===== config.mk =====
export PLATFORM = sky130hd
export DESIGN_NAME = id_stage
export DESIGN_NICKNAME = d
export VERILOG_FILES = /design/src/design/id_pkg.sv /design/src/design/inst_decoder.sv /design/src/design/imm_gen.sv /design/src/design/operand_fetch.sv /design/src/design/id_stage.sv
export SDC_FILE = /design/constraint.sdc
export NUM_CORES = 1
export LEC_CHECK = 0
export BUFFER_PORTS_ARGS = -buffer_cell sky130_fd_sc_hd__buf_2
export CAP_MARGIN = 20
export CORE_AREA = 4 4 140 142
export CTS_CLUSTER_DIAMETER = 200
export CTS_CLUSTER_SIZE = 28
export DETAILED_ROUTE_END_ITERATION = 16
export DIE_AREA = 0 0 144 146
export PLACE_DENSITY = 0.66
export RECOVER_POWER = 25
export SYNTH_ARGS = -nofsm -noshare
export SYNTH_HDL_FRONTEND = slang
export SYNTH_SLANG_ARGS = --single-unit

===== constraint.sdc =====
create_clock -name clk -period 3.3 [get_ports clk]
set_clock_uncertainty 0.05 [all_clocks]
set_input_delay 0.495 -clock clk [delete_from_list [all_inputs] [get_ports clk]]
set_output_delay 0.495 -clock clk [all_outputs]
set_load 0.03 [all_outputs]

===== src/design/id_pkg.sv =====
`default_nettype none

package id_pkg;

    localparam int XLEN       = 32;
    localparam int REG_ADDR_W = 5;

    typedef enum logic [6:0] {
        OP_EXE   = 7'b0110011,
        OP_EXEI  = 7'b0010011,
        OP_LUI   = 7'b0110111,
        OP_AUIPC = 7'b0010111,
        OP_LOAD  = 7'b0000011,
        OP_STORE = 7'b0100011
    } opcode_e;

    typedef enum logic [4:0] {
        EX_NOP = 5'd0,
        EX_ADD, EX_SUB, EX_XOR, EX_OR, EX_AND,
        EX_SLL, EX_SRL, EX_SRA, EX_SLT, EX_SLTU,
        EX_AUIPC,
        EX_LB, EX_LH, EX_LW, EX_LBU, EX_LHU,
        EX_SB, EX_SH, EX_SW
    } aluop_e;

    typedef enum logic [2:0] {
        EX_RES_NOP = 3'd0,
        EX_RES_LOGIC,
        EX_RES_SHIFT,
        EX_RES_ARITH,
        EX_RES_LD_ST
    } alusel_e;

    // One instruction word, four field layouts
    typedef union packed {
        struct packed {
            logic [6:0]            func7;
            logic [REG_ADDR_W-1:0] rs2;
            logic [REG_ADDR_W-1:0] rs1;
            logic [2:0]            func3;
            logic [REG_ADDR_W-1:0] rd;
            opcode_e               opcode;
        } r;
        struct packed {
            logic [11:0]           imm12;
            logic [REG_ADDR_W-1:0] rs1;
            logic [2:0]            func3;
            logic [REG_ADDR_W-1:0] rd;
            opcode_e               opcode;
        } i;
        struct packed {
            logic [6:0]            imm_hi7;
            logic [REG_ADDR_W-1:0] rs2;
            logic [REG_ADDR_W-1:0] rs1;
            logic [2:0]            func3;
            logic [4:0]            imm_lo5;
            opcode_e               opcode;
        } s;
        struct packed {
            logic [19:0]           imm20;
            logic [REG_ADDR_W-1:0] rd;
            opcode_e               opcode;
        } u;
    } inst_u;

    typedef struct packed {
        logic [REG_ADDR_W-1:0] r1_addr;
        logic                  r1_read_enable;
        logic [REG_ADDR_W-1:0] r2_addr;
        logic                  r2_read_enable;
    } reg_req_t;

    typedef struct packed {
        logic                  wb;    // Write will happen
        logic [REG_ADDR_W-1:0] addr;
        logic [XLEN-1:0]       data;
    } fwd_t;

    typedef struct packed {
        aluop_e  aluop;
        alusel_e alusel;
        logic    rd_enable;
        logic    use_imm;         // Immediate replaces rs2
    } dec_ctrl_t;

    typedef struct packed {
        logic [XLEN-1:0]       pc;
        logic [XLEN-1:0]       r1;
        logic [XLEN-1:0]       r2;
        logic [XLEN-1:0]       imm;
        logic [REG_ADDR_W-1:0] rd;
        logic                  rd_enable;
        aluop_e                aluop;
        alusel_e               alusel;
    } id_ex_t;

endpackage

`default_nettype wire


===== src/design/inst_decoder.sv =====
`timescale 1ns/1ns
`default_nettype none

module inst_decoder import id_pkg::*; (
    input  inst_u     inst,
    output dec_ctrl_t dec_ctrl,
    output reg_req_t  reg_req
);

    logic exe_ok;
    logic exei_ok;

    // Shared by R-type and I-type, alt selects SUB/SRA
    function automatic dec_ctrl_t alu_decode(input logic [2:0] func3, input logic alt);
        dec_ctrl_t ctrl;
        ctrl = '0;
        ctrl.rd_enable = 1'b1;
        case (func3)
            3'b000: begin
                ctrl.aluop  = alt ? EX_SUB : EX_ADD;
                ctrl.alusel = EX_RES_ARITH;
            end
            3'b001: begin
                ctrl.aluop  = EX_SLL;
                ctrl.alusel = EX_RES_SHIFT;
            end
            3'b010: begin
                ctrl.aluop  = EX_SLT;
                ctrl.alusel = EX_RES_ARITH;
            end
            3'b011: begin
                ctrl.aluop  = EX_SLTU;
                ctrl.alusel = EX_RES_ARITH;
            end
            3'b100: begin
                ctrl.aluop  = EX_XOR;
                ctrl.alusel = EX_RES_LOGIC;
            end
            3'b101: begin
                ctrl.aluop  = alt ? EX_SRA : EX_SRL;
                ctrl.alusel = EX_RES_SHIFT;
            end
            3'b110: begin
                ctrl.aluop  = EX_OR;
                ctrl.alusel = EX_RES_LOGIC;
            end
            default: begin
                ctrl.aluop  = EX_AND;
                ctrl.alusel = EX_RES_LOGIC;
            end
        endcase
        return ctrl;
    endfunction

    // Alternate func7 only legal for SUB and SRA
    assign exe_ok = (inst.r.func7 == 7'b0000000) ||
                    (inst.r.func7 == 7'b0100000 &&
                     (inst.r.func3 == 3'b000 || inst.r.func3 == 3'b101));

    assign exei_ok = (inst.i.func3 == 3'b001) ? (inst.r.func7 == 7'b0000000) :
                     (inst.i.func3 == 3'b101) ? (inst.r.func7 == 7'b0000000 ||
                                                 inst.r.func7 == 7'b0100000) :
                     1'b1;

    always_comb begin
        dec_ctrl               = '0;
        reg_req.r1_addr        = inst.r.rs1;
        reg_req.r2_addr        = inst.r.rs2;
        reg_req.r1_read_enable = 1'b0;
        reg_req.r2_read_enable = 1'b0;
        case (inst.r.opcode)
            OP_EXE: begin
                if (exe_ok) begin
                    dec_ctrl               = alu_decode(inst.r.func3, inst.r.func7[5]);
                    reg_req.r1_read_enable = 1'b1;
                    reg_req.r2_read_enable = 1'b1;
                end
            end
            OP_EXEI: begin
                if (exei_ok) begin
                    dec_ctrl = alu_decode(inst.i.func3,
                                          inst.i.func3 == 3'b101 && inst.r.func7[5]);
                    dec_ctrl.use_imm       = 1'b1;
                    reg_req.r1_read_enable = 1'b1;
                end
            end
            OP_LUI: begin
                dec_ctrl.aluop     = EX_OR;       // 0 | imm
                dec_ctrl.alusel    = EX_RES_LOGIC;
                dec_ctrl.rd_enable = 1'b1;
                dec_ctrl.use_imm   = 1'b1;
            end
            OP_AUIPC: begin
                dec_ctrl.aluop     = EX_AUIPC;
                dec_ctrl.alusel    = EX_RES_ARITH;
                dec_ctrl.rd_enable = 1'b1;
            end
            OP_LOAD: begin
                case (inst.i.func3)
                    3'b000:  dec_ctrl.aluop = EX_LB;
                    3'b001:  dec_ctrl.aluop = EX_LH;
                    3'b010:  dec_ctrl.aluop = EX_LW;
                    3'b100:  dec_ctrl.aluop = EX_LBU;
                    3'b101:  dec_ctrl.aluop = EX_LHU;
                    default: dec_ctrl.aluop = EX_NOP;
                endcase
                if (dec_ctrl.aluop != EX_NOP) begin
                    dec_ctrl.alusel        = EX_RES_LD_ST;
                    dec_ctrl.rd_enable     = 1'b1;
                    reg_req.r1_read_enable = 1'b1;
                end
            end
            OP_STORE: begin
                case (inst.r.func3)
                    3'b000:  dec_ctrl.aluop = EX_SB;
                    3'b001:  dec_ctrl.aluop = EX_SH;
                    3'b010:  dec_ctrl.aluop = EX_SW;
                    default: dec_ctrl.aluop = EX_NOP;
                endcase
                if (dec_ctrl.aluop != EX_NOP) begin
                    dec_ctrl.alusel        = EX_RES_LD_ST;
                    reg_req.r1_read_enable = 1'b1;     // Base address
                    reg_req.r2_read_enable = 1'b1;     // Store data
                end
            end
            default: begin
                dec_ctrl = '0;
            end
        endcase
    end

endmodule

`default_nettype wire


===== src/design/imm_gen.sv =====
`timescale 1ns/1ns
`default_nettype none

module imm_gen import id_pkg::*; (
    input  inst_u           inst,
    output logic [XLEN-1:0] imm
);

    logic is_shift;

    // SLLI / SRLI / SRAI carry a shift amount
    assign is_shift = (inst.i.func3 == 3'b001) || (inst.i.func3 == 3'b101);

    always_comb begin
        case (inst.i.opcode)
            OP_EXEI: begin
                if (is_shift) begin
                    imm = {{(XLEN-5){1'b0}}, inst.i.imm12[4:0]};
                end else begin
                    imm = {{(XLEN-12){inst.i.imm12[11]}}, inst.i.imm12};
                end
            end
            OP_LOAD: begin
                imm = {{(XLEN-12){inst.i.imm12[11]}}, inst.i.imm12};
            end
            OP_STORE: begin
                imm = {{(XLEN-12){inst.s.imm_hi7[6]}}, inst.s.imm_hi7, inst.s.imm_lo5};
            end
            OP_LUI, OP_AUIPC: begin
                imm = {inst.u.imm20, 12'b0};    // U format
            end
            default: begin
                imm = '0;
            end
        endcase
    end

endmodule

`default_nettype wire


===== src/design/operand_fetch.sv =====
`timescale 1ns/1ns
`default_nettype none

module operand_fetch import id_pkg::*; (
    input  logic                  clk,
    input  logic                  rst,
    input  logic [XLEN-1:0]       pc,
    input  logic [REG_ADDR_W-1:0] rd,
    input  dec_ctrl_t             dec_ctrl,
    input  reg_req_t              reg_req,
    input  logic [XLEN-1:0]       imm,
    input  logic [XLEN-1:0]       r1_data,
    input  logic [XLEN-1:0]       r2_data,
    input  fwd_t                  ex_fwd,
    input  fwd_t                  mem_fwd,
    input  logic                  ld_flag,
    output id_ex_t                id_ex,
    output logic                  id_stall
);

    logic [XLEN:0]   src1;      // {stall, operand}
    logic [XLEN:0]   src2;
    logic [XLEN-1:0] r2_fallback;
    id_ex_t          id_ex_next;

    // Forwarding priority: load-use, then EX, then MEM, then register file
    function automatic logic [XLEN:0] pick_src(
        input logic [REG_ADDR_W-1:0] addr,
        input logic                  read_en,
        input logic [XLEN-1:0]       rf_data,
        input logic [XLEN-1:0]       fallback,
        input fwd_t                  ex,
        input fwd_t                  mem,
        input logic                  ld
    );
        logic          hit_ex;
        logic          hit_mem;
        logic [XLEN:0] res;
        hit_ex  = (ex.addr == addr);
        hit_mem = (mem.addr == addr);
        if (!read_en || addr == '0) begin
            res = {1'b0, fallback};
        end else if (ld && hit_ex) begin
            res = {1'b1, {XLEN{1'b0}}};   // Load result not ready yet
        end else if (ex.wb && hit_ex) begin
            res = {1'b0, ex.data};
        end else if (mem.wb && hit_mem) begin
            res = {1'b0, mem.data};
        end else begin
            res = {1'b0, rf_data};
        end
        return res;
    endfunction

    assign r2_fallback = dec_ctrl.use_imm ? imm : {XLEN{1'b0}};

    assign src1 = pick_src(reg_req.r1_addr, reg_req.r1_read_enable, r1_data,
                           {XLEN{1'b0}}, ex_fwd, mem_fwd, ld_flag);
    assign src2 = pick_src(reg_req.r2_addr, reg_req.r2_read_enable, r2_data,
                           r2_fallback, ex_fwd, mem_fwd, ld_flag);

    assign id_stall = src1[XLEN] | src2[XLEN];

    always_comb begin
        id_ex_next.pc        = pc;
        id_ex_next.r1        = src1[XLEN-1:0];
        id_ex_next.r2        = src2[XLEN-1:0];
        id_ex_next.imm       = imm;
        id_ex_next.rd        = rd;
        id_ex_next.rd_enable = dec_ctrl.rd_enable;
        id_ex_next.aluop     = dec_ctrl.aluop;
        id_ex_next.alusel    = dec_ctrl.alusel;
    end

    // ID/EX register, bubble is all zero
    always_ff @(posedge clk) begin
        if (rst || id_stall) begin
            id_ex <= '0;
        end else begin
            id_ex <= id_ex_next;
        end
    end

endmodule

`default_nettype wire


===== src/design/id_stage.sv =====
`timescale 1ns/1ns
`default_nettype none

module id_stage import id_pkg::*; (
    input  logic            clk,
    input  logic            rst,
    input  logic [XLEN-1:0] pc,
    input  inst_u           inst,
    input  logic [XLEN-1:0] r1_data,
    input  logic [XLEN-1:0] r2_data,
    input  fwd_t            ex_fwd,
    input  fwd_t            mem_fwd,
    input  logic            ld_flag,
    output reg_req_t        reg_req,
    output id_ex_t          id_ex,
    output logic            id_stall
);

    dec_ctrl_t       dec_ctrl;
    logic [XLEN-1:0] imm;

    inst_decoder u_inst_decoder (
        .inst     (inst),
        .dec_ctrl (dec_ctrl),
        .reg_req  (reg_req)
    );

    imm_gen u_imm_gen (
        .inst (inst),
        .imm  (imm)
    );

    operand_fetch u_operand_fetch (
        .clk      (clk),
        .rst      (rst),
        .pc       (pc),
        .rd       (inst.r.rd),
        .dec_ctrl (dec_ctrl),
        .reg_req  (reg_req),
        .imm      (imm),
        .r1_data  (r1_data),
        .r2_data  (r2_data),
        .ex_fwd   (ex_fwd),
        .mem_fwd  (mem_fwd),
        .ld_flag  (ld_flag),
        .id_ex    (id_ex),
        .id_stall (id_stall)
    );

endmodule

`default_nettype wire


==> metrics.md <==
| Metric | Value |
|---|---|
| Outcome | `completed` |
| Area Growth Syn to Fin | `36.9%` |
| Largest cells by area after synthesis | `dfxtp_1 (44%), nor2_1 (7.0%), a211oi_1 (6.2%)` |
| Port-buffer cells | `roughly 360` |
| Worst min-delay path category | `in2reg` |
| # IOs | `362` |
| Sequential element share of the synthesized area | `between 40 and 50%` |
| Pin count of the biggest net entering global routing | `40` |
| # hold bufs at CTS | `0` |
| Root buffer cell | `clkbuf_16` |
| CP cell instances | `buf_2 -> nand4bb_4 -> or2_4 -> nor3_1 -> o311ai_4 -> o21ai_0 -> buf_2` |
| Peak supply drop | `0.000334 V` |
| Row cnt | `50` |
| Largest registers | `u_operand_fetch.id_ex (142)` |
| Avg WL per Cell | `between 15 and 20 um` |
| Pwr/cell area | `about 470 nW/um^2` |
| Synthesized instance count | `730` |
| CTS HTree Levels | `4` |
| WP data arrival | `2.34 ns` |
| Critical Path End Type | `output pin` |
| All-Layer GR Usage | `roughly a quarter` |
| Die X | `around 140 um` |
| Setup TNS | `0 ns` |
| Share of layout cells above drive strength 1 | `about a third` |
| Crit path time final | `around 2.9 ns` |
| Cell mode on critical path | `buf_2` |
| Top reg by flops | `u_operand_fetch.id_ex` |
| Post-synth top area cell | `dfxtp_1` |
| Post-synth top cells | `dfxtp_1 (142), nor2_1 (120), a21oi_1 (61)` |
| Initial Util | `about a third` |
| Post-CTS setup buffer count | `0` |
| Gates resized, CTS repair | `0` |
| Post-synthesis cell area | `between 6000 and 7000 um^2` |
| Worst-margin pin slew | `approximately 0.83 ns` |
| Lkg Pwr | `roughly 4.0 nW` |
| Crit Path Class | `in2out` |
| Detailed Route Iter0 Violations | `280` |
| Crit start category | `input port` |
| Max capacitance violation total | `0` |
| Syn Area/Cell | `8.82 um^2` |
| Design Power | `approximately 4.2 mW` |
| Total Wirelength | `roughly 26000 um` |
| First-pass GRT wire length | `about 38000 um` |
| FFs w/ async S/R, synth | `0%` |
| Critical path's largest stage delay | `about 0.55 ns` |
| Final Cell Area | `a little under 9000 um^2` |
| Nets@finish | `around 1300` |
| Most used DFF post-synth | `dfxtp_1` |
| CTS tree | `built` |
| Post-synth cell types | `60` |
| Max reg flops | `approximately 140` |
| Number of CTS-inserted buffers | `17` |
| RSZ-0062 raised after global routing | `no` |
| Die ar. | `approximately 21000 um^2` |
| CTS Buffer Depth | `2` |
| Syn nets | `937` |
| Required time of the worst setup path | `2.75 ns` |
| Initial antenna violation count | `2` |
| Core footprint | `18500 um^2` |
| Cell area after placement | `just over 8000 um^2` |
| Fin crit share | `87.6%` |
| Yosys warning total | `0` |
| Top cell type's share of synthesized area | `between 40% and 50%` |
| Routability cong. | `between 0.9 and 1` |
| Fin. Hold Viols | `0` |
| Rel. slew slack | `between 40% and 50%` |
| Drc violations | `0` |
| Clock net sink count | `142` |
| EDFF count, synth | `0` |
| # fillers | `1834` |
| Slew Viols, Final | `0` |
| Flip-flop and latch count after synthesis | `about 140` |
| Via density | `slightly above 5` |
| Routed vias | `slightly below 7000` |
| Pre-antenna DRT Iters | `4` |
| Chip height | `146 um` |
| Vias in the first global route | `between 6000 and 7000` |
| Post-DP HPWL | `20400 um` |
| CP max FO | `22` |
| Antenna-violating nets left | `0` |
| GRT Residual Overflow | `0` |
| CTS clk-pin slew, worst paths | `0.06 ns` |
| Critical-path top delay cell | `nor3_1` |
| Setup violators final | `0` |
| Most numerous cell in the Yosys netlist | `dfxtp_1` |
| Fmax | `between 300 and 400 MHz` |
-- metal layers --
metal / vias up / global-route usage, % / share of wire, %
met2: 326 / 39.8 / 49
met1: 3129 / 28.8 / 40
met5: - / 0 / 0
li1: 3224 / - / -
met3: 55 / 5.75 / 8.4
met4: 0 / 9.60 / 3.1
-- path summary, 6_finish.rpt --
kind                  startpoint                         end  slack [ns]  cells past startpoint
worst max-delay path     inst[3]                    id_stall        0.41                      7
worst min-delay path       pc[9]  u_operand_fetch.id_ex[119]        0.25                      2
-- cell usage in the layout, fill, tap and decap left out, drive strengths merged, types with 5 or more instances in the layout --
master    n
nor2    120
clkbuf   92
o21a     25
o21ai     9
clkinv    6
dfxtp   142
a211o     9
a31oi     5
buf     309
xnor2    11
nor3     15
nand2    51
inv       7
xor2     10
a21oi    68
and3     47
a211oi   57
mux2i    32
a22oi     5
nand3     6
-- worst max-delay path: cells and delay by family --
family,cells,cell delay [ns]
buf+inv,2,0.36
simple gates,3,1.14
compound gates,2,0.34
-- cell type report --
cell class | instances | area, um^2 | area share, %
diodes | 2 | 5.00 | 0.0568
clock buffers | 18 | 439 | 4.98
clock inverters | 14 | 158 | 1.79
inverters | 3 | 11.3 | 0.128
multi-input cells | 512 | 3160 | 35.9
flip-flops and latches | 142 | 2840 | 32.2
well taps | 234 | 293 | 3.32
repair buffers | 383 | 1900 | 21.6
-- cells by family (layout without fill, tap and decap cells) --
logic type	Yosys count	count (layout)	share of synthesized area (%)
and+or+nand+nor	266	266	19.9
AOI/OAI and AO/OA	193	193	20.7
DFF	142	142	44.1
buffers and inverters	76	418	7.44
muxes	32	32	4.97
xor gates and xnor gates	21	21	2.86
other	0	2	0
-- where the power goes --
group	switching (mW)	leakage (nW)	internal, mW
logic	0.290	2.60	0.180
registers	0.00680	1.15	1.74
clock network	0.807	0.290	1.15
-- through the flow --
| step | utilization, % | hold slack (ns) | setup slack, ns | instances |
|---|---|---|---|---|
| floorplan | - | 0.590 | 0.657 | 730 |
| global placement | 45.0 | 0.672 | 0.336 | 1274 |
| detailed placement | 45.0 | 0.672 | 0.368 | 1274 |
| CTS | 48.3 | 0.232 | 0.421 | 1306 |
| global route | 47.8 | 0.235 | 0.268 | 1308 |
| finish | 47.8 | 0.247 | 0.411 | 1308 |
(Power assumes the default switching activity.)
